===== src/design/trs_io_cfg.svh =====
`ifndef TRS_IO_CFG_SVH
`define TRS_IO_CFG_SVH

// z80 i/o ports
`define TRS_IO_PORT       8'h1F
`define FREHD_BASE        8'hC0   // C0h-CFh
`define PRINTER_BASE      8'hF8   // F8h-FBh
`define CASS_PORT         8'hFF
`define ORCH_L_PORT       8'h75
`define ORCH_R_PORT       8'h79

// command opcodes sent by the esp
`define OP_GET_COOKIE     8'd0
`define OP_DBUS_READ      8'd3
`define OP_DBUS_WRITE     8'd4
`define OP_DATA_READY     8'd5
`define OP_GET_VERSION    8'd15
`define OP_ABUS_READ      8'd18
`define OP_SET_LED        8'd26
`define OP_GET_CONFIG     8'd27
`define OP_SET_ESP_STATUS 8'd32

`define COOKIE            8'hAF
`define VERSION_BYTE      8'h03   // major 0, minor 3

// esp selector codes on esp_s
`define ESP_TRS_IO_IN     4'd0
`define ESP_TRS_IO_OUT    4'd1
`define ESP_FREHD_IN      4'd2
`define ESP_FREHD_OUT     4'd3
`define ESP_PRINTER_RD    4'd4
`define ESP_PRINTER_WR    4'd5
`define ESP_IDLE          4'hF

`define ESP_REQ_CYCLES    50      // esp_req pulse length in clk cycles

`endif

===== src/design/trs_io_pkg.sv =====
package trs_io_pkg;

  typedef logic [7:0] byte_t;
  typedef logic [7:0] io_addr_t;
  typedef logic [3:0] esp_code_t;

  typedef enum logic {
    idle,
    read_bytes    // waiting for the parameter byte
  } parser_state_t;

  // port selects decoded from the live bus
  typedef struct packed {
    logic trs_io_in;
    logic trs_io_out;
    logic frehd_in;
    logic frehd_out;
    logic printer_rd;
    logic printer_wr;
    logic cass_out;
    logic orch_l_out;
    logic orch_r_out;
  } io_sel_t;

  // synchronised snapshot of one bus access
  typedef struct packed {
    logic     strobe;   // one cycle per access
    io_addr_t addr;
    byte_t    data;
  } bus_access_t;

  typedef struct packed {
    logic  trigger;
    byte_t opcode;
    byte_t param;   // first parameter byte
  } cmd_action_t;

endpackage


===== src/design/cmd_parser.sv =====
`timescale 1ns/1ns
`include "trs_io_cfg.svh"

module cmd_parser (
  input  logic                    clk,
  input  logic                    reset,
  input  logic                    byte_rx,
  input  trs_io_pkg::byte_t       rx_byte,
  input  trs_io_pkg::bus_access_t access,
  input  trs_io_pkg::io_sel_t     sel,
  input  trs_io_pkg::byte_t       d_in,
  input  trs_io_pkg::io_addr_t    addr,
  input  logic [3:0]              conf,
  output trs_io_pkg::byte_t       tx_byte,
  output trs_io_pkg::byte_t       trs_data,
  output logic                    int_o,
  output trs_io_pkg::byte_t       esp_status,
  output logic [2:0]              rgb_led,
  output logic                    cmd_error
);
  import trs_io_pkg::*;

  parser_state_t state;
  byte_t         opcode_q;   // opcode waiting for its parameter
  cmd_action_t   action;
  logic          trs_io_access;

  always_ff @(posedge clk) begin
    if (reset) begin
      state     <= idle;
      action    <= '0;
      cmd_error <= 1'b0;
    end else begin
      action.trigger <= 1'b0;
      if (byte_rx) begin
        case (state)
          idle: begin
            case (rx_byte)
              `OP_GET_COOKIE, `OP_GET_VERSION, `OP_DBUS_READ, `OP_ABUS_READ,
              `OP_DATA_READY, `OP_GET_CONFIG: begin
                action <= '{trigger: 1'b1, opcode: rx_byte, param: '0};
              end
              `OP_DBUS_WRITE, `OP_SET_LED, `OP_SET_ESP_STATUS: begin
                state <= read_bytes;
              end
              default: begin
                cmd_error <= 1'b1;   // sticky until reset
              end
            endcase
          end
          read_bytes: begin
            action <= '{trigger: 1'b1, opcode: opcode_q, param: rx_byte};
            state  <= idle;
          end
          default: begin
            state <= idle;
          end
        endcase
      end
    end
  end

  always_ff @(posedge clk) begin
    if (byte_rx && state == idle)
      opcode_q <= rx_byte;
  end

  // response goes out in the next transfer
  always_ff @(posedge clk) begin
    if (action.trigger) begin
      case (action.opcode)
        `OP_GET_COOKIE:  tx_byte <= `COOKIE;
        `OP_GET_VERSION: tx_byte <= `VERSION_BYTE;
        `OP_DBUS_READ:   tx_byte <= d_in;
        `OP_ABUS_READ:   tx_byte <= addr;
        `OP_GET_CONFIG:  tx_byte <= {4'h0, ~conf};   // dip switches are active low
        default: ;
      endcase
      if (action.opcode == `OP_DBUS_WRITE)
        trs_data <= action.param;   // served on the next ESP IN cycle
    end
  end

  assign trs_io_access = access.strobe & (sel.trs_io_in | sel.trs_io_out);

  always_ff @(posedge clk) begin
    if (reset) begin
      esp_status <= '0;
      rgb_led    <= '0;
      int_o      <= 1'b0;
    end else begin
      if (action.trigger && action.opcode == `OP_SET_ESP_STATUS)
        esp_status <= action.param;
      if (action.trigger && action.opcode == `OP_SET_LED)
        rgb_led <= action.param[2:0];
      if (action.trigger && action.opcode == `OP_DATA_READY)
        int_o <= 1'b1;
      else if (trs_io_access)
        int_o <= 1'b0;   // cpu touched trs-io so the interrupt was seen
    end
  end

endmodule


===== config.mk =====
export PLATFORM = sky130hd
export DESIGN_NAME = cmd_parser
export DESIGN_NICKNAME = d
export VERILOG_FILES = /design/src/design/trs_io_pkg.sv /design/src/design/cmd_parser.sv
export VERILOG_INCLUDE_DIRS = /design/src /design/src/design
export SDC_FILE = /design/constraint.sdc
export NUM_CORES = 1
export LEC_CHECK = 0
export BUFFER_PORTS_ARGS = -buffer_cell sky130_fd_sc_hd__buf_2
export CORE_MARGIN = 1
export CORE_UTILIZATION = 44
export DETAILED_ROUTE_END_ITERATION = 12
export PLACE_DENSITY = 0.84
export SYNTH_ARGS = -nofsm -noshare
export SYNTH_HDL_FRONTEND = slang
export SYNTH_SLANG_ARGS = --single-unit

===== constraint.sdc =====
create_clock -name clk -period 2.1 [get_ports clk]
set_clock_uncertainty 0.15 [all_clocks]
set_input_delay 0.21 -clock clk [delete_from_list [all_inputs] [get_ports clk]]
set_output_delay 0.21 -clock clk [all_outputs]
set_load 0.01 [all_outputs]

==> impl_metrics.py <==
metrics = {
    "critical_path": {
        "cp.required_ps": 2110,
        "crit_type": "register to register",
        "crit_fanout": 8,
        "worst_ep_arrival_time_ps": 2020,
        "critPathCaptureType": "register",
        "r2r_cells": 4,
        "setup.worst_path.start_class": "register",
        "rrSetupSlack_ps": 90,
        "crit_start": "action[15]",
        "r2r_end": "tx_byte[2]",
        "endpoint": "tx_byte[2]",
        "r2r_start": "action[15]",
    },
    "clock_network": {
        "numCtsBuffers": 5,
        "clock_latency_ps": 310,
        "htreeDepth": 2,
        "clk_pin_slew_worst_paths_ps": 100,
        "clockBufferDepth": 2,
        "root_buffer": "clkbuf_8",
        "clock_sinks": 55,
        "cts_setup_buffers": 0,
        "cts_tree": "built",
    },
    "synth": {
        "ys.flop_type": "dfxtp_1",
        "synth-simple-area-share_pct": 18.5,
        "synth-edff-count": 24,
        "synth_top_family_by_area": "simple AND/OR/NAND/NOR gates",
        "async_flop_share_pct": 0,
        "yosys_warnings": 0,
        "synthCells": 220,
        "synth_xor_area_share_pct": 1.44,
        "synthMuxAreaShare_pct": 4.93,
        "yosysUniqueCellTypes": 50,
        "synth_fa_ha_area_share_pct": 0,
        "syn_area_um2": 2440,
        "ys_seq_elements": 55,
        "ys_seq_area_share_pct": 55.1,
        "synth_nets": 277,
        "synth_compound_area_share_pct": 16.5,
        "syn_avg_cell_area_um2": 11.1,
    },
    "timing": {
        "finalCritPeriodShare_pct": 95.5,
        "fmax_ghz": 0.498,
        "tns_ps": 0,
        "relSlewSlack_pct": 47.6,
        "hold_viol": 0,
        "hold_ws_ps": 15.9,
        "min_period_ps": 2010,
        "setup_viol": 0,
        "report.final.slew_viol_count": 0,
        "worst_slew_pin_slew_ps": 784,
        "rsz0062_at_grt": "no",
    },
    "place": {
        "io_buffer_count": 62,
        "globalplace.congestion": 0.843,
        "hpwl_um": 4010,
        "place_area_um2": 2930,
    },
    "floorplan": {
        "io_pins": 86,
        "die_area_um2": 5840,
        "core_um2": 5200,
        "initial_utilization_pct": 46.8,
        "die_w_um": 76.4,
        "die_y_um": 76.4,
        "rows": 26,
    },
    "route": {
        "vias": 2057,
        "wire_per_inst_um": 14.9,
        "ant_nets": 0,
        "routed_wl_um": 5510,
        "dr.first_iter.drc_count": 98,
        "drc_errors": 0,
        "vias_per_cell": 5.56,
        "dr.pass1.iters": 4,
    },
    "grt": {
        "grt_pass1_wl_um": 8910,
        "grt-ovfl-total": 0,
        "grt_max_degree": 18,
        "grt_pass1_vias": 1901,
        "antenna_found_initial": 0,
        "track_usage_pct": 19.3,
    },
    "worst_hold_path": {
        "min_path_type": "primary input to register",
    },
    "pwr": {
        "leakagePower_nw": 1.28,
        "ir_drop_uv": 370,
        "powerDensity_nw_per_um2": 643,
    },
    "cells_and_area": {
        "stdcell_area_um2": 3090,
        "nets": 356,
        "multi_input_comb_area_um2": 1020,
        "seq_area_um2": 1340,
        "syn_to_final_growth_pct": 26.7,
        "fillerInstances": 441,
        "drive_above_1_share_pct": 33.0,
        "n_antenna_cell": 0,
    },
    "run_status": {
        "status": "finished, final reports clean",
    },
    "flow_run": {
        "maxCapViolCount": 0,
    },
}
logic make-up after synthesis:
| family | count (synthesis) |
|---|---|
| compound gates | 50 |
| mux | 12 |
| flops | 55 |
| buf+inv | 20 |
| xor+xnor | 4 |
| simple gates | 79 |
cell usage after synthesis, drive strengths merged (2+ instances only):
cell type   n  area share, %
a211oi      6            1.8
dfxtp      31             25
or4         3           0.92
a21o        2           0.62
nand2b      3           0.77
nand2      14            2.2
mux2i      12            4.9
a22o       13            4.7
nand3       7            1.4
nor2       22            3.4
nor4        7            2.4
xor2        3            1.1
inv         5           0.77
a221o       4            1.6
o21ai       7            1.4
nor3        7            2.1
clkbuf     10            1.6
nand4bb     2           0.92
or3         3           0.77
nand4b      2           0.72
edfxtp     24             30
buf         5            1.2
o22ai       2           0.51
o21a        2           0.62
a31oi       2           0.51
a21oi       4           0.82
report_power, final:
group	internal, W	total [W]	switching [W]
registers	0.00112	0.00113	0.00000630
logic	0.0000643	0.000145	0.0000803
clock network	0.000361	0.000711	0.000350
total	0.00155	0.00199	0.000437
how the worst min path moves through the flow:
stage | startpoint | to | slack, ps | cells past startpoint
final | rx_byte[6] | action[6] | 20 | 2
after global routing | rx_byte[6] | action[6] | 7 | 2
after CTS | rx_byte[6] | action[6] | 0.09 | 2
after detailed placement | rx_byte[6] | opcode_q[6] | 290 | 1
after global placement | rx_byte[6] | opcode_q[6] | 290 | 1
after floorplan | rx_byte[0] | opcode_q[0] | 160 | 0
layer usage:
metal  share of wire (%)  wire length (µm)  global-route usage [%]  vias to the layer above
met2                  48              2650                    33.3                       95
met1                  42              2310                    23.6                      965
met5                   0                 0                       0                        -
met4                 1.3                70                    6.35                        0
li1                    -                 -                       -                      990
met3                 8.7               482                    4.55                        7
what timing repair did:
item                       4_1_cts  5_1_grt
gates resized for setup          0        1
hold buffers                     4        0
setup endpoints to repair        0       11
hold endpoints to repair         4        0
flip-flops by register name, indices dropped and copies added, names as in the netlist:
| signal | flops |
|---|---|
| rgb_led | 3 |
| trs_data | 8 |
| action | 17 |
| tx_byte | 8 |
| esp_status | 8 |
| int_o | 1 |
| opcode_q | 8 |
| state | 1 |
| cmd_error | 1 |
placed cells by master (no fill, tap or decap), types with 4 or more instances in the layout:
cell / count
buf_2: 62
dfxtp_1: 31
edfxtp_1: 24
nor2_1: 22
buf_4: 21
nand2_1: 14
a22o_1: 13
mux2i_1: 12
o21ai_0: 7
nand3_1: 7
nor3_1: 5
nor4_1: 5
a211oi_1: 5
inv_1: 5
clkbuf_8: 5
a21oi_1: 4
a221o_1: 4
dlygate4sd3_1: 4
layout make-up:
class | count | area share (%)
sequential | 55 | 43.5
multi-input combinational | 145 | 33.0
timing repair buffer | 87 | 16.5
tap | 70 | 2.84
clock buffer | 6 | 2.35
clock inverter | 2 | 1.26
inverter | 5 | 0.608
critical path, stage by stage, from the launching register on:
cell      delay [ps]
dfxtp_1          360
or4b_1           630
nor4_4           460
a211oi_1         150
o21ai_0          100
metrics by stage:
step,utilization (%),worst slack [ps],power (W),instances
global route,59.3,10.2,0.00205,370
detailed placement,56.3,-186,0.00129,358
finish,59.3,93.5,0.00199,370
CTS,59.2,28.0,0.00199,370
global placement,56.3,-24.9,0.00129,358
floorplan,-,195,0.00122,220
No activity file was read; power rests on OpenSTA's default activity.
