===== src/design/trs_io_cfg.svh =====
`ifndef TRS_IO_CFG_SVH
`define TRS_IO_CFG_SVH

// z80 i/o ports
`define TRS_IO_PORT       8'h1F
`define FREHD_BASE        8'hC0   // C0h-CFh
`define PRINTER_BASE      8'hF8   // F8h-FBh
`define CASS_PORT         8'hFF
`define ORCH_L_PORT       8'h75
`define ORCH_R_PORT       8'h79

// command opcodes sent by the esp
`define OP_GET_COOKIE     8'd0
`define OP_DBUS_READ      8'd3
`define OP_DBUS_WRITE     8'd4
`define OP_DATA_READY     8'd5
`define OP_GET_VERSION    8'd15
`define OP_ABUS_READ      8'd18
`define OP_SET_LED        8'd26
`define OP_GET_CONFIG     8'd27
`define OP_SET_ESP_STATUS 8'd32

`define COOKIE            8'hAF
`define VERSION_BYTE      8'h03   // major 0, minor 3

// esp selector codes on esp_s
`define ESP_TRS_IO_IN     4'd0
`define ESP_TRS_IO_OUT    4'd1
`define ESP_FREHD_IN      4'd2
`define ESP_FREHD_OUT     4'd3
`define ESP_PRINTER_RD    4'd4
`define ESP_PRINTER_WR    4'd5
`define ESP_IDLE          4'hF

`define ESP_REQ_CYCLES    50      // esp_req pulse length in clk cycles

`endif

===== src/design/trs_io_pkg.sv =====
package trs_io_pkg;

  typedef logic [7:0] byte_t;
  typedef logic [7:0] io_addr_t;
  typedef logic [3:0] esp_code_t;

  typedef enum logic {
    idle,
    read_bytes    // waiting for the parameter byte
  } parser_state_t;

  // port selects decoded from the live bus
  typedef struct packed {
    logic trs_io_in;
    logic trs_io_out;
    logic frehd_in;
    logic frehd_out;
    logic printer_rd;
    logic printer_wr;
    logic cass_out;
    logic orch_l_out;
    logic orch_r_out;
  } io_sel_t;

  // synchronised snapshot of one bus access
  typedef struct packed {
    logic     strobe;   // one cycle per access
    io_addr_t addr;
    byte_t    data;
  } bus_access_t;

  typedef struct packed {
    logic  trigger;
    byte_t opcode;
    byte_t param;   // first parameter byte
  } cmd_action_t;

endpackage


===== src/design/sound_out.sv =====
`timescale 1ns/1ns

module sound_out (
  input  logic                    clk,
  input  logic                    reset,
  input  trs_io_pkg::bus_access_t access,
  input  trs_io_pkg::io_sel_t     sel,
  output logic                    cass_out_l,
  output logic                    cass_out_r
);
  import trs_io_pkg::*;

  byte_t      orch_l;
  byte_t      orch_r;
  logic [1:0] cass;
  logic [1:0] cass_lvl;   // 0, 1 or 2
  logic [8:0] sample_l;
  logic [8:0] sample_r;
  logic [9:0] pdm_l;      // bit 9 is the carry out
  logic [9:0] pdm_r;

  // signed orchestra byte plus cassette level centred on 1
  function automatic logic [8:0] mix(input byte_t orch, input logic [1:0] lvl);
    logic [1:0] ofs;
    ofs = lvl - 2'd1;
    return {orch[7], orch} + {ofs, 7'b0};
  endfunction

  assign cass_lvl = {1'b0, ~cass[1]} + {1'b0, cass[0]};

  always_ff @(posedge clk) begin
    if (reset) begin
      orch_l   <= '0;
      orch_r   <= '0;
      cass     <= '0;
      sample_l <= '0;
      sample_r <= '0;
      pdm_l    <= '0;
      pdm_r    <= '0;
    end else begin
      if (access.strobe && sel.orch_l_out)
        orch_l <= access.data;
      if (access.strobe && sel.orch_r_out)
        orch_r <= access.data;
      if (access.strobe && sel.cass_out)
        cass <= access.data[1:0];
      sample_l <= mix(orch_l, cass_lvl);
      sample_r <= mix(orch_r, cass_lvl);
      // first order pdm on offset binary
      pdm_l <= {1'b0, pdm_l[8:0]} + {1'b0, ~sample_l[8], sample_l[7:0]};
      pdm_r <= {1'b0, pdm_r[8:0]} + {1'b0, ~sample_r[8], sample_r[7:0]};
    end
  end

  assign cass_out_l = pdm_l[9];
  assign cass_out_r = pdm_r[9];

endmodule


===== config.mk =====
export PLATFORM = sky130hd
export DESIGN_NAME = sound_out
export DESIGN_NICKNAME = d
export VERILOG_FILES = /design/src/design/trs_io_cfg.svh /design/src/design/trs_io_pkg.sv /design/src/design/sound_out.sv
export SDC_FILE = /design/constraint.sdc
export NUM_CORES = 1
export LEC_CHECK = 0
export ABC_CLOCK_PERIOD_IN_PS = 2600
export BUFFER_PORTS_ARGS = -buffer_cell sky130_fd_sc_hd__clkbuf_2
export CORE_UTILIZATION = 45
export DETAILED_ROUTE_END_ITERATION = 6
export GPL_ROUTABILITY_DRIVEN = 0
export PLACE_DENSITY = 0.66
export REMOVE_ABC_BUFFERS = 1
export SYNTH_ARGS = -nofsm -noshare
export SYNTH_HDL_FRONTEND = slang
export SYNTH_SLANG_ARGS = --single-unit

===== constraint.sdc =====
create_clock -name clk -period 2.6 [get_ports clk]
set_input_delay 0.78 -clock clk [delete_from_list [all_inputs] [get_ports clk]]
set_output_delay 0.78 -clock clk [all_outputs]
set_load 0.03 [all_outputs]

==> results.cfg, run 1 <==
[final_layout]
regArea_sq_um = 1121
area_delta_synth_final_pct = 9.359
fillers = 479
multi_input_area_sq_um = 1272
drive_above_1_share_pct = 11.83
post-route-util_pct = 52.01
nets = 328
stdcell_area_sq_um = 2690
antenna_cells = 0

[synthesis]
netlist_instances = 264
async_reset_ff_share_pct = 0
synth_ff_type = dfxtp_1
yosysTopAreaCellShare_pct = 45.57
syn_area_sq_um = 2460
yosys-top-cells-area = dfxtp_1, ha_1, nor2b_1, a21oi_1, nand3_1
ys_warn_count = 0
synth-seq-cells = 56
synth-edff-count = 0
avgSynthCellArea_sq_um = 9.318
yosysTopAreaCell = dfxtp_1
ys_seq_area_share_pct = 45.57
ys_types = 38

[global_routing]
grt_usage_pct = 16.34
grt_pass1_vias = 1733
antenna_found_initial = 0
grt-ovfl-total = 0
grt_pass1_wl_um = 7569
grt_start_max_net_pins = 29

[worst_setup_path]
critPathLaunchType = flop
worstPathCellList = ha_1, inv_1, fa_1, nor2b_4, o31a_1, o41ai_2, mux2_2
endpoint_kind = flop
critPathSlowestCell = mux2_2
worstPathArrival_ns = 2.21
crit_type = flop to flop
r2r_cells = 7
crit_fanout = 4
slowest_delay_ns = 0.37
required_ns = 2.81

[routing]
drt_wl_total_um = 4142
ant_nets = 0
wl_per_cell_um = 11.87
via_per_inst = 5.126
vias = 1789
drt_iter0_markers = 73
drt-pass1-iter-count = 5
drc = 0

[cts]
postCtsHoldBufs = 0
clock_latency_ns = 0.31
cts_setup_buffers = 0
htree_num_levels = 2
clk_pin_slew_ns = 0.10
cts_inserted_buffers = 5
cts_sinks = 56
clock_path_buffers = 2
cts_resized = 0
cts-root-buf = clkbuf_8
cts_tree = done

[sta]
max_slew_margin_pct = 74.24
fin_worst_skew_ns = 0.007357
layout_min_cycle_time_ns = 2.008
fmax_ghz = 0.4980
worst_pin_slew_ns = 0.3841
setup_tns_ns = 0
final_max_slew_viol_count = 0
grt_setup_unrepaired = no
finalHoldViolations = 0
setup_violations = 0
fin_crit_sh_pct = 77.23

[die]
die_h_um = 75.94
coreArea_sq_um = 5172
io_pins = 30
die_area_sq_um = 5766
start_util_pct = 47.56
die_w_um = 75.94
rows = 26

[power]
power.total_uw = 1598
ir_worst_vdd_v = 0.0003420
p_per_area_nw_per_um2 = 593.8
leakage_uw = 0.001131

[hold_path]
min_delay_path_depth = 2
hp-class = flop to flop

[placement]
post_dp_cell_area_sq_um = 2601
hpwl_um = 3005
port_buffers = 15

[flow_run]
max_cap_violations = 0

[run_status]
status = finished clean
cells by family after synthesis:
logic type	after synthesis	share of synthesized area (%)
muxes	2	0.9155
buffers and inverters	17	2.696
AOI/OAI and AO/OA	55	14.55
adders and majority gates	22	12.41
xor gates and xnor gates	3	1.068
DFF	56	45.57
and+or+nand+nor	109	22.79
registers in the layout, indices dropped and copies added, names as in the netlist:
name / flops
cass: 2
sample_r: 9
pdm_r: 10
orch_l: 8
pdm_l: 10
sample_l: 9
orch_r: 8
area by class of cell:
type	instances	share of cell area (%)
tap	70	3.256
inverter	6	0.8372
multi-input combinational	191	47.30
timing repair buffer	18	3.628
sequential	56	41.67
clock inverter	2	0.6047
clock buffer	6	2.698
metal layers:
layer | vias to the layer above | track usage [%] | wire length, um
li1 | 944 | - | -
met1 | 813 | 20.68 | 2054
met2 | 25 | 26.82 | 1881
met3 | 7 | 4.337 | 140
met4 | 0 | 5.769 | 65
met5 | - | 0 | 0
cells in the mapped netlist, drive strengths merged, types with 3 or more instances:
library cell and number:
nor2 13, dfxtp 56, nand3 22, clkbuf 6, inv 6, nor3b 3
buf 5, a21oi 25, fa 4, a21o 5, nor2b 22, xnor2 3
nand2 29, a211oi 4, o21ai 4, nor3 10, o21a 5, ha 18
o21bai 3
worst paths after layout:
kind / from / to / slack, ns
setup / recovery: sample_l[0] / pdm_l[8] / 0.59
hold / removal: orch_r[6] / orch_r[6] / 0.45
setup reg to reg: sample_l[0] / pdm_l[8] / 0.59
hold reg to reg: orch_r[6] / orch_r[6] / 0.45
critical path, delay by kind of cell, from the launching register on:
| family | cells | cell delay (ns) |
|---|---|---|
| DFF | 1 | 0.31 |
| AOI/OAI and AO/OA | 2 | 0.65 |
| adders and majority gates | 2 | 0.44 |
| muxes | 1 | 0.37 |
| and+or+nand+nor | 1 | 0.06 |
| buffers and inverters | 1 | 0.07 |
placed cells by master (no fill, tap or decap), types with 5 or more instances in the layout:
cell / netlist / layout
inv_1: 6 / 6
ha_1: 18 / 18
nor3_1: 10 / 10
nor2b_1: 21 / 21
a21o_1: 5 / 5
nand3_1: 22 / 22
nand2_1: 29 / 29
a21oi_1: 25 / 25
nor2_1: 13 / 13
o21a_1: 5 / 5
dfxtp_1: 56 / 56
clkbuf_2: 0 / 15
clkbuf_8: 0 / 5
power by group:
part           leakage (uW)  switching [uW]  internal (uW)
Sequential         0.000457            18.5            907
Clock             0.0000414             278            192
Combinational      0.000633             114           88.2
per-stage QoR:
| stage | std cells | hold slack (ns) | setup WS, ns |
|---|---|---|---|
| 2_1_floorplan | 253 | 0.4257 | 0.7624 |
| 3_3_place_gp | 341 | 0.4386 | 0.6488 |
| 3_5_place_dp | 341 | 0.4426 | 0.6240 |
| 4_1_cts | 349 | 0.4564 | 0.5858 |
| 5_1_grt | 349 | 0.4731 | 0.4959 |
| 6_report | 349 | 0.4519 | 0.5920 |
No activity file was read; power rests on OpenSTA's default activity.
==> run 2, diff against run 1 <==
--- a/config.mk
+++ b/config.mk
@@ -5,7 +5,7 @@
 export SDC_FILE = /design/constraint.sdc
 export NUM_CORES = 1
 export LEC_CHECK = 0
-export ABC_CLOCK_PERIOD_IN_PS = 2600
+export ABC_CLOCK_PERIOD_IN_PS = 2050
 export BUFFER_PORTS_ARGS = -buffer_cell sky130_fd_sc_hd__clkbuf_2
 export CORE_UTILIZATION = 45
 export DETAILED_ROUTE_END_ITERATION = 6
==> constraint.sdc (replaced) <==
create_clock -name clk -period 2.05 [get_ports clk]
set_input_delay 0.615 -clock clk [delete_from_list [all_inputs] [get_ports clk]]
set_output_delay 0.615 -clock clk [all_outputs]
set_load 0.03 [all_outputs]
==> run 2 against run 1 <==
Clock-buffer cell count decreased by 1. Clock power increased by 53%. Hold slack improved by 0.0022 ns. Largest power group unchanged. Largest cell class unchanged. Critical endpoint is now pdm_r[6]. Register-to-register slack got worse by 0.51 ns. Non-clock buffer count increased by 2. Combinational power increased by 27%. Sequential share of layout area decreased by 0.91 points.
==> results.cfg, run 2 (synthesis gave the netlist of run 1 again) <==
[worst_setup_path]
rrSetupSlack_ns = 0.08
endpoint_kind = flop
r2r_cells = 6
worstPathArrival_ns = 2.22
crit_type = flop to flop
slowest_delay_ns = 0.47
crit_fanout = 3
worstPathCellList = ha_1, fa_2, a211oi_2, o21bai_2, or4b_1, nand3_1
critPathTopFamily = adder cells
critPathSlowestCell = or4b_1
required_ns = 2.30
worstReg2RegStart = sample_r[0]
path_buf_inv = 0
reg2reg_to = pdm_r[6]
critPathLaunchType = flop

[final_layout]
mostFrequentLayoutCells = dfxtp_1, nand2_1, a21oi_1, nand3_1, nor2b_1
final_common_cell = dfxtp_1
antenna_cells = 0
drive_above_1_share_pct = 13.52
reg.largest.list = pdm_l: 10 flops, pdm_r: 10 flops
stdcell_area_sq_um = 2750
post-route-util_pct = 53.17
area_delta_synth_final_pct = 11.80
nets = 330

[routing]
drc = 0
ant_nets = 0
drt_iter0_markers = 75
vias = 1759
via_per_inst = 5.011
drt_wl_total_um = 3919
drt-pass1-iter-count = 4
wl_per_cell_um = 11.17

[die]
start_util_pct = 47.56
coreArea_sq_um = 5172
die_area_sq_um = 5766
rows = 26
io_pins = 30
die_h_um = 75.94
die_w_um = 75.94

[global_routing]
grt_usage_pct = 15.28
grt_pass1_wl_um = 7100
antenna_found_initial = 0
grt_pass1_vias = 1620
grt-ovfl-total = 0
grt_start_max_net_pins = 43

[cts]
htree_num_levels = 2
cts_sinks = 56
clock_latency_ns = 0.30
cts_tree = done
clock_path_buffers = 2
cts-root-buf = clkbuf_8
cts_inserted_buffers = 5
clk_pin_slew_ns = 0.10

[power]
leakage_uw = 0.001161
p_per_area_nw_per_um2 = 782.8
power.total_uw = 2153
ir_worst_vdd_v = 0.0004086

[hold_path]
worstHoldStart = orch_l[3]
hold_end = orch_l[3]
min_delay_path_depth = 2
hp-class = flop to flop

[sta]
setup_violations = 0
fmax_ghz = 0.5077
fin_crit_sh_pct = 96.08
worst_pin_slew_ns = 0.4019
max_slew_margin_pct = 73.21
final_max_slew_viol_count = 0
finalHoldViolations = 0
layout_min_cycle_time_ns = 1.970
fin_worst_skew_ns = 0.008832

[run_status]
status = finished clean

[placement]
port_buffers = 15
hpwl_um = 2849
post_dp_cell_area_sq_um = 2621

[flow_run]
max_cap_violations = 0
## run 2: worst max-delay path by stage
stage | startpoint | to | slack [ns] | cells past startpoint
6_report | sample_r[0] | pdm_r[6] | 0.08 | 6
5_1_grt | sample_r[0] | pdm_r[6] | -0.01 | 6
4_1_cts | sample_r[0] | pdm_r[6] | 0.03 | 6
3_5_place_dp | sample_r[0] | pdm_r[6] | 0.08 | 6
3_3_place_gp | sample_r[0] | pdm_r[6] | 0.10 | 6
2_1_floorplan | sample_r[0] | pdm_r[6] | 0.21 | 6
## run 2: power by group
| part | leakage (uW) | switching [uW] | total [uW] | internal [uW] |
|---|---|---|---|---|
| clock network | 0.0000548 | 353 | 721 | 368 |
| registers | 0.000457 | 23.2 | 1170 | 1150 |
| logic | 0.000649 | 143 | 257 | 115 |
| total | 0.00116 | 519 | 2150 | 1630 |
## run 2: cell type report
type	instances	area, sq um
tap	70	87.58
multi-input combinational	191	1279
timing repair buffer	20	125.1
clock inverter	3	46.29
fill	488	2422
inverter	6	22.52
sequential	56	1121
clock buffer	5	68.82
## run 2: stage by stage
step                setup TNS (ns)  hold WS (ns)  std cells  setup slack, ns
finish                           0        0.4541        351          0.08033
global route              -0.01023        0.4759        351         -0.01023
CTS                              0        0.4563        350          0.03135
detailed placement               0        0.4423        342          0.07893
global placement                 0        0.4394        342           0.1031
floorplan                        0        0.4257        253           0.2124
## run 2: timing repair
action,CTS,global route
setup buffers,0,1
hold buffers,0,0
resized for setup,0,2
setup endpoints to repair,0,2
## run 2: tightest hold or removal path, delay by kind of cell, from the launching register on
| family | cells | cell delay [ns] |
|---|---|---|
| and+or+nand+nor | 1 | 0.05 |
| AOI/OAI and AO/OA | 1 | 0.05 |
| DFF | 1 | 0.32 |
## run 2: per-layer routing
metal,track usage (%),part of all wire [%],up-vias
met1,20.67,52,780
met3,3.253,2.3,5
met5,0,0,-
met4,5.192,1.2,0
met2,24.18,45,19
li1,-,-,955
