[src/design/trs_io_cfg.svh]
`ifndef TRS_IO_CFG_SVH
`define TRS_IO_CFG_SVH

// z80 i/o ports
`define TRS_IO_PORT       8'h1F
`define FREHD_BASE        8'hC0   // C0h-CFh
`define PRINTER_BASE      8'hF8   // F8h-FBh
`define CASS_PORT         8'hFF
`define ORCH_L_PORT       8'h75
`define ORCH_R_PORT       8'h79

// command opcodes sent by the esp
`define OP_GET_COOKIE     8'd0
`define OP_DBUS_READ      8'd3
`define OP_DBUS_WRITE     8'd4
`define OP_DATA_READY     8'd5
`define OP_GET_VERSION    8'd15
`define OP_ABUS_READ      8'd18
`define OP_SET_LED        8'd26
`define OP_GET_CONFIG     8'd27
`define OP_SET_ESP_STATUS 8'd32

`define COOKIE            8'hAF
`define VERSION_BYTE      8'h03   // major 0, minor 3

// esp selector codes on esp_s
`define ESP_TRS_IO_IN     4'd0
`define ESP_TRS_IO_OUT    4'd1
`define ESP_FREHD_IN      4'd2
`define ESP_FREHD_OUT     4'd3
`define ESP_PRINTER_RD    4'd4
`define ESP_PRINTER_WR    4'd5
`define ESP_IDLE          4'hF

`define ESP_REQ_CYCLES    50      // esp_req pulse length in clk cycles

`endif
[src/design/trs_io_pkg.sv]
package trs_io_pkg;

  typedef logic [7:0] byte_t;
  typedef logic [7:0] io_addr_t;
  typedef logic [3:0] esp_code_t;

  typedef enum logic {
    idle,
    read_bytes    // waiting for the parameter byte
  } parser_state_t;

  // port selects decoded from the live bus
  typedef struct packed {
    logic trs_io_in;
    logic trs_io_out;
    logic frehd_in;
    logic frehd_out;
    logic printer_rd;
    logic printer_wr;
    logic cass_out;
    logic orch_l_out;
    logic orch_r_out;
  } io_sel_t;

  // synchronised snapshot of one bus access
  typedef struct packed {
    logic     strobe;   // one cycle per access
    io_addr_t addr;
    byte_t    data;
  } bus_access_t;

  typedef struct packed {
    logic  trigger;
    byte_t opcode;
    byte_t param;   // first parameter byte
  } cmd_action_t;

endpackage

[src/design/bus_decoder.sv]
`timescale 1ns/1ns
`include "trs_io_cfg.svh"

module bus_decoder (
  input  logic                    clk,
  input  logic                    reset,
  input  logic                    in_n,
  input  logic                    out_n,
  input  logic                    ioreq_n,
  input  trs_io_pkg::io_addr_t    addr,
  input  trs_io_pkg::byte_t       d_in,
  input  trs_io_pkg::byte_t       trs_data,
  output trs_io_pkg::bus_access_t access,
  output trs_io_pkg::io_sel_t     sel,
  output trs_io_pkg::esp_code_t   esp_s,
  output logic                    extiosel,
  output logic                    dbus_dir,
  output logic                    dbus_en,
  output trs_io_pkg::byte_t       d_out,
  output logic                    d_oe
);
  import trs_io_pkg::*;

  logic       in_act;
  logic       out_act;
  logic       trs_io_hit;
  logic       frehd_hit;
  logic       printer_hit;
  logic       esp_sel_in;
  logic [2:0] act_sync;   // two sync flops and the edge flop
  logic       act_rise;
  logic       strobe_q;
  io_addr_t   addr_s1;
  io_addr_t   addr_s2;
  io_addr_t   addr_q;
  byte_t      data_q;

  assign in_act  = ~in_n & ~ioreq_n;
  assign out_act = ~out_n & ~ioreq_n;
  assign act_rise = act_sync[1] & ~act_sync[2];

  always_ff @(posedge clk) begin
    if (reset) begin
      act_sync <= '0;
      strobe_q <= 1'b0;
    end else begin
      act_sync <= {act_sync[1:0], in_act | out_act};
      strobe_q <= act_rise;
    end
  end

  // address and data captured together at the access edge
  always_ff @(posedge clk) begin
    addr_s1 <= addr;
    addr_s2 <= addr_s1;
    if (act_rise) begin
      addr_q <= addr_s2;
      data_q <= d_in;
    end
  end

  assign access = '{strobe: strobe_q, addr: addr_q, data: data_q};

  assign trs_io_hit  = (addr == `TRS_IO_PORT);
  assign frehd_hit   = ((addr & 8'hF0) == `FREHD_BASE);
  assign printer_hit = ((addr & 8'hFC) == `PRINTER_BASE);

  always_comb begin
    sel.trs_io_in  = trs_io_hit & in_act;
    sel.trs_io_out = trs_io_hit & out_act;
    sel.frehd_in   = frehd_hit & in_act;
    sel.frehd_out  = frehd_hit & out_act;
    sel.printer_rd = printer_hit & in_act;
    sel.printer_wr = printer_hit & out_act;
    sel.cass_out   = (addr == `CASS_PORT) & out_act;
    sel.orch_l_out = (addr == `ORCH_L_PORT) & out_act;
    sel.orch_r_out = (addr == `ORCH_R_PORT) & out_act;
  end

  always_comb begin
    if (sel.trs_io_in)
      esp_s = `ESP_TRS_IO_IN;
    else if (sel.trs_io_out)
      esp_s = `ESP_TRS_IO_OUT;
    else if (sel.frehd_in)
      esp_s = `ESP_FREHD_IN;
    else if (sel.frehd_out)
      esp_s = `ESP_FREHD_OUT;
    else if (sel.printer_rd)
      esp_s = `ESP_PRINTER_RD;
    else if (sel.printer_wr)
      esp_s = `ESP_PRINTER_WR;
    else
      esp_s = `ESP_IDLE;
  end

  assign esp_sel_in = sel.trs_io_in | sel.frehd_in | sel.printer_rd;

  // the fpga answers ESP-handled reads itself
  assign extiosel = esp_sel_in;
  assign d_oe     = esp_sel_in;
  assign d_out    = trs_data;
  assign dbus_dir = ~in_act;                 // low turns the transceiver toward the cpu
  assign dbus_en  = ~(out_act | esp_sel_in); // active low

endmodule

[config.mk]
export PLATFORM = sky130hd
export DESIGN_NAME = bus_decoder
export DESIGN_NICKNAME = d
export VERILOG_FILES = /design/src/design/trs_io_pkg.sv /design/src/design/bus_decoder.sv
export VERILOG_INCLUDE_DIRS = /design/src /design/src/design
export SDC_FILE = /design/constraint.sdc
export NUM_CORES = 1
export LEC_CHECK = 0
export BUFFER_PORTS_ARGS = -buffer_cell sky130_fd_sc_hd__buf_2
export CAP_MARGIN = 20
export CORE_ASPECT_RATIO = 1.75
export CORE_MARGIN = 2
export CORE_UTILIZATION = 47
export CTS_BUF_LIST = sky130_fd_sc_hd__clkbuf_4 sky130_fd_sc_hd__clkbuf_8
export CTS_CLUSTER_DIAMETER = 150
export DETAILED_ROUTE_END_ITERATION = 10
export GPL_ROUTABILITY_DRIVEN = 0
export PLACE_DENSITY_LB_ADDON = 0.25
export SLEW_MARGIN = 20
export SYNTH_ARGS = -nofsm -noshare
export SYNTH_HDL_FRONTEND = slang
export SYNTH_SLANG_ARGS = --single-unit
[constraint.sdc]
create_clock -name clk -period 5.9 [get_ports clk]
set_input_delay 1.77 -clock clk [delete_from_list [all_inputs] [get_ports clk]]
set_output_delay 1.77 -clock clk [all_outputs]
set_load 0.02 [all_outputs]
==> impl_metrics.json, run 1 <==
{
  "status": "completed",
  "synth.distinct_cells": 23,
  "cpPeakStageDelay_ps": 450,
  "synth_area_sq_um": 1210,
  "p_per_area_nw_per_um2": 327,
  "die_area_sq_um": 3020,
  "clkSlewWorstSetupHoldPaths_ps": 60,
  "fillers": 204,
  "dpl.cell_count": 155,
  "multi_input_area_sq_um": 249,
  "synth_top_area_share_pct": 39.6,
  "path_class": "input pin to output pin",
  "final_nets": 165,
  "skew_ps": 2.34,
  "ant_nets": 0,
  "routed-via-count": 793,
  "rsz0062_at_grt": "no",
  "final_cells": 163,
  "synth_nets": 113,
  "critPathSlowestCell": "nor4_4",
  "cp_top_family": "simple AND/OR/NAND/NOR gates",
  "cp_common_cell": "buf_2",
  "drtPass1Iterations": 4,
  "hold_class": "flip-flop to flip-flop",
  "place_area_sq_um": 1450,
  "setup-tns-final_ps": 0,
  "start_util_pct": 49.2,
  "synthFlopType": "dfxtp_1",
  "min_from": "addr_s1[7]",
  "cp.arrival_ps": 2890,
  "grt_use_total_pct": 14.4,
  "setup_viol": 0,
  "relSlewSlack_pct": 70.4,
  "timing.rr.start": "act_sync[1]",
  "antenna_cells": 0,
  "post_cts_buffers": 0,
  "portBuffers": 54,
  "setup_slack_ps": 1240,
  "synth_edf_count": 16,
  "reg2reg_depth": 2,
  "num_rows": 24,
  "root_buffer": "clkbuf_8",
  "final-hold-violation-count": 0,
  "clock_latency_ps": 270,
  "r2r_end": "data_q[6]",
  "dpl.hpwl_mm": 1.56,
  "finalCritPeriodShare_pct": 78.9,
  "r2r_slack_ps": 4680,
  "numCtsBuffers": 5,
  "regArea_sq_um": 881,
  "final_area_sq_um": 1560,
  "htree_levels": 2,
  "grt_pass1_vias": 707,
  "yosys.area.top_type": "edfxtp_1",
  "ios": 71,
  "synthMostInstantiatedCell": "dfxtp_1",
  "drive_gt1_share_pct": 48.9,
  "fmax_ghz": 0.215,
  "avgRoutedWirePerCell_microns": 12.4,
  "drtIter0Drc": 9,
  "cts_hold_buf": 0,
  "slew_viol_final": 0,
  "synthArstFlopShare_pct": 0,
  "min_path_cells": 0,
  "area_delta_synth_final_pct": 28.6,
  "cp_max_fo": 8,
  "synth_seq_area_share_pct": 72.7,
  "syn_inst": 84,
  "hold_ws_ps": 327,
  "crit_path_end_kind": "output pin",
  "hold_path_end": "addr_s2[7]",
  "clock-sinks": 36,
  "crit_buf_inv": 2,
  "yosysWarnings": 0,
  "grt_pass1_wl_mm": 3.17,
  "antenna_found_initial": 0,
  "fp.coreArea_sq_um": 2460,
  "synth_area_leaders": "edfxtp_1 (40%), dfxtp_1 (33%), buf_4 (6.2%), nor2b_1 (2.6%), a2111oi_4 (2.3%)",
  "worstPathRequired_ps": 4130,
  "grt_max_degree": 14,
  "crit_chain": "buf_2, nand4_1, nor4_4, and2_1, buf_2",
  "drc": 0,
  "post-place-ws_ps": 1240,
  "globalRouteOverflowTotal": 0,
  "start_kind": "input pin",
  "syn_area_per_cell_sq_um": 14.4,
  "clk_path_buf_depth": 2,
  "worstMarginPinSlew_ps": 440,
  "synth_seq_cells": 36,
  "finalWorstPathRequiredPeriod_ps": 4660,
  "cts_tree": "built",
  "die_w_microns": 42.4,
  "wl_mm": 2.02,
  "die-height_microns": 71.2,
  "irDropWorstVdd_v": 0.000241,
  "cts_resized": 0,
  "viasPerCell": 4.87,
  "maxCapViolCount": 0,
  "synth_common_cells": "dfxtp_1 (20), edfxtp_1 (16), buf_4 (10), nor2_1 (7), nor2b_1 (5)",
  "p_leak_uw": 0.000684
}
[routing by layer]
metal | global-route usage [%] | share of wire, % | vias up | wire, microns
met5 | 0 | 0 | - | 0
met4 | 13.5 | 5.1 | 0 | 104
met3 | 3.32 | 10 | 13 | 212
met2 | 24.8 | 50 | 54 | 1010
met1 | 13.4 | 34 | 334 | 694
li1 | - | - | 392 | -
[final cells by class]
class | count | area share (%)
multi-input combinational | 36 | 16.0
clock buffer | 6 | 4.90
inverter | 2 | 0.482
tap | 26 | 2.09
sequential | 36 | 56.5
timing repair buffer | 55 | 17.8
clock inverter | 2 | 2.25
[worst max-delay path by stage]
stage | endpoint | depth (start not counted) | slack (ps) | start
global placement | extiosel | 5 | 1290 | addr[4]
detailed placement | d_oe | 5 | 1240 | addr[3]
finish | sel[7] | 5 | 1240 | addr[3]
floorplan | extiosel | 4 | 1330 | addr[4]
CTS | sel[7] | 5 | 1230 | addr[3]
global route | esp_s[2] | 5 | 1130 | addr[3]
[kinds of logic (layout without fill, tap and decap cells)]
family | Yosys count | after routing | share of synthesized area, %
flip-flops | 36 | 36 | 72.7
AND/OR/NAND/NOR | 28 | 28 | 14.8
buffers and inverters | 12 | 65 | 6.81
AO/OA/AOI/OAI | 8 | 8 | 5.78
[sequential cells by signal, summed over array words and instances (netlist names)]
register	cells
addr_q	8
addr_s1	8
addr_s2	8
data_q	8
act_sync	3
strobe_q	1
[metrics by stage]
step / util [%] / power, uW
after CTS: 63.3 / 514
after global placement: 58.8 / 307
after global routing: 63.3 / 528
after detailed placement: 58.8 / 308
after floorplan: - / 299
final: 63.3 / 510
[cell usage in the layout (no fill, tap or decap), types with 2 or more instances in the layout]
master,Yosys,layout
a21oi_1,2,2
dfxtp_1,20,20
nor3_1,2,2
nand4_1,2,2
clkbuf_8,0,5
edfxtp_1,16,16
nor4_1,2,2
buf_2,0,54
nand2_1,2,2
nor2b_1,5,5
inv_1,2,2
o21ai_0,2,2
nor2_1,7,7
and2_1,2,2
[report_power, final]
part	total [uW]	internal [uW]	switching, uW
Combinational	30.0	11.1	18.9
Sequential	272	270	1.82
Clock	208	130	78.3
(Power assumes the default switching activity.)
==> run 2, diff against run 1 <==
--- a/config.mk
+++ b/config.mk
@@ -6,11 +6,12 @@
 export SDC_FILE = /design/constraint.sdc
 export NUM_CORES = 1
 export LEC_CHECK = 0
+export ABC_AREA = 1
 export BUFFER_PORTS_ARGS = -buffer_cell sky130_fd_sc_hd__buf_2
 export CAP_MARGIN = 20
 export CORE_ASPECT_RATIO = 1.75
 export CORE_MARGIN = 2
-export CORE_UTILIZATION = 47
+export CORE_UTILIZATION = 40
 export CTS_BUF_LIST = sky130_fd_sc_hd__clkbuf_4 sky130_fd_sc_hd__clkbuf_8
 export CTS_CLUSTER_DIAMETER = 150
 export DETAILED_ROUTE_END_ITERATION = 10
==> constraint.sdc (replaced) <==
create_clock -name clk -period 3.8 [get_ports clk]
set_input_delay 1.14 -clock clk [delete_from_list [all_inputs] [get_ports clk]]
set_output_delay 1.14 -clock clk [all_outputs]
set_load 0.02 [all_outputs]
==> run 2 against run 1 <==
Effect of this change:
- synthesized area increased by 3.7%
- global-route usage decreased by 1.4 points
- synthesized cell count increased by 23%
- design area increased by 4.4%
- sequential share of layout area decreased by 2.4 points
- sequential power increased by 56%
- critical endpoint is now esp_s[3]
- power increased by 58%
- first-iteration DRC count decreased by 56%
==> impl_metrics.json, run 2 <==
{
  "dpl.cell_count": 191,
  "skew_ps": 4.72,
  "clk_path_buf_depth": 2,
  "finalWorstPathRequiredPeriod_ps": 3100,
  "wl_met2_mm": 1.17,
  "synth_area_leaders": "edfxtp_1 (38%), dfxtp_1 (32%), buf_4 (6.0%), inv_1 (4.2%), nand2_1 (3.9%)",
  "fillers": 269,
  "p_per_area_nw_per_um2": 495,
  "cts_resized": 0,
  "synth_edf_count": 16,
  "regArea_sq_um": 881,
  "grt_pass1_wl_mm": 3.32,
  "m1WireLength_microns": 670,
  "synth_xor_area_share_pct": 0,
  "synthAdderAreaFrac_pct": 0,
  "path_class": "input pin to output pin",
  "timing.rr.start": "act_sync[1]",
  "synth_seq_area_share_pct": 70.0,
  "top_layer": "met4",
  "synth_compound_area_share_pct": 0,
  "final_nets": 184,
  "avgRoutedWirePerCell_microns": 10.4,
  "status": "completed",
  "setup_viol": 0,
  "post-route-util_pct": 53.0,
  "drtPass1Iterations": 4,
  "portBuffers": 54,
  "synth_area_sq_um": 1260,
  "clock_latency_ps": 280,
  "clock-sinks": 36,
  "die-height_microns": 78.2,
  "die_area_sq_um": 3630,
  "final-hold-violation-count": 0,
  "r2r_end": "data_q[6]",
  "synth_simple_gate_area_share_pct": 19.2,
  "grt_max_degree": 17,
  "synth_top_area_share_pct": 38.2,
  "worstMarginPinSlew_ps": 239,
  "post_cts_buffers": 0,
  "startpoint": "addr[7]",
  "fp.coreArea_sq_um": 3070,
  "relSlewSlack_pct": 84.0,
  "synthFlopType": "dfxtp_1",
  "hold_ws_ps": 328,
  "critical_path.endpoint": "esp_s[3]",
  "layout_commonest_cell": "buf_2",
  "place_area_sq_um": 1510,
  "antenna_cells": 0,
  "synth_nets": 132,
  "r2r_slack_ps": 2830,
  "p_leak_uw": 0.000788,
  "synth_common_cells": "dfxtp_1 (20), edfxtp_1 (16), inv_1 (14), nand2_1 (13)",
  "synth_seq_cells": 36,
  "syn_inst": 103,
  "wl_mm": 2.08,
  "num_rows": 27,
  "reg2reg_depth": 3,
  "dpl.hpwl_mm": 1.65,
  "routed-via-count": 851,
  "ios": 71,
  "synthArstFlopShare_pct": 0,
  "start_kind": "input pin",
  "viasPerCell": 4.28,
  "synth_top_family_by_area": "simple AND/OR/NAND/NOR gates",
  "finalCritPeriodShare_pct": 81.5,
  "root_buffer": "clkbuf_8",
  "crit_path_end_kind": "output pin",
  "grt_use_total_pct": 13.1,
  "maxCapViolCount": 0,
  "antenna_found_initial": 0,
  "htree_levels": 2,
  "setup-tns-final_ps": 0,
  "synth.distinct_cells": 18,
  "cp.arrival_ps": 1960,
  "grt_pass1_vias": 824,
  "ant_nets": 0,
  "drive_gt1_share_pct": 50.0,
  "synthMuxAreaShare_pct": 0,
  "drtIter0Drc": 4,
  "final_cell_mix": "buf_2 (54), dfxtp_1 (20), edfxtp_1 (16)",
  "syn_area_per_cell_sq_um": 12.2,
  "drc": 0,
  "cts_hold_buf": 0,
  "fmax_ghz": 0.323,
  "clkSlewWorstSetupHoldPaths_ps": 70,
  "start_util_pct": 40.9,
  "hold_class": "flip-flop to flip-flop",
  "irDropWorstVdd_v": 0.000214,
  "globalRouteOverflowTotal": 0,
  "die_w_microns": 46.4,
  "rsz0062_at_grt": "no",
  "multi_input_area_sq_um": 241,
  "synthMostInstantiatedCell": "dfxtp_1",
  "yosysWarnings": 0,
  "cp_max_fo": 4,
  "numCtsBuffers": 5,
  "area_delta_synth_final_pct": 29.5,
  "final_area_sq_um": 1630,
  "worstPathRequired_ps": 2660,
  "slew_viol_final": 0,
  "wl_met3_microns": 167,
  "final_cells": 199,
  "yosys.area.top_type": "edfxtp_1",
  "cts_tree": "built"
}
[run 2: through the flow]
step                      worst slack [ps]  power, uW
final                                  702        805
after global routing                   588        843
after CTS                              691        819
after detailed placement               696        485
after global placement                 737        483
after floorplan                        809        473
[run 2: metal layers]
metal / GRT usage [%] / up-vias
li1: - / 417
met1: 11.2 / 377
met2: 22.4 / 52
met3: 5.06 / 5
met4: 9.71 / 0
met5: 0 / -
[run 2: worst min-delay path by stage]
stage | from | end | slack [ps] | cells past startpoint
after detailed placement | addr_s1[3] | addr_s2[3] | 310 | 0
after floorplan | addr_s1[0] | addr_s2[0] | 310 | 0
final | addr_s1[2] | addr_s2[2] | 330 | 0
after global routing | addr_s1[2] | addr_s2[2] | 340 | 0
after CTS | addr_s1[2] | addr_s2[2] | 330 | 0
after global placement | addr_s1[6] | addr_s2[6] | 310 | 0
[run 2: cell type report]
type | count | area share (%)
flip-flops and latches | 36 | 54.1
repair buffers | 55 | 17.1
multi-input cells | 41 | 14.8
clock buffers | 5 | 4.23
inverters | 16 | 3.69
well taps | 43 | 3.31
clock inverters | 3 | 2.77
[run 2: where the power goes]
group          internal, uW  switching [uW]  total (uW)
registers               421            3.14         424
logic                  17.8            34.0        51.8
clock network           198             132         330
[run 2: critical path, cell delays in order]
cell and delay (ps):
buf_2 110, inv_1 70, nand2_1 70, nor2_2 160
nand2_1 120, nand3_1 90, nand2_1 50, buf_2 150
[run 2: cell families after synthesis]
| logic type | Yosys count |
|---|---|
| simple gates | 41 |
| flops | 36 |
| buf+inv | 26 |
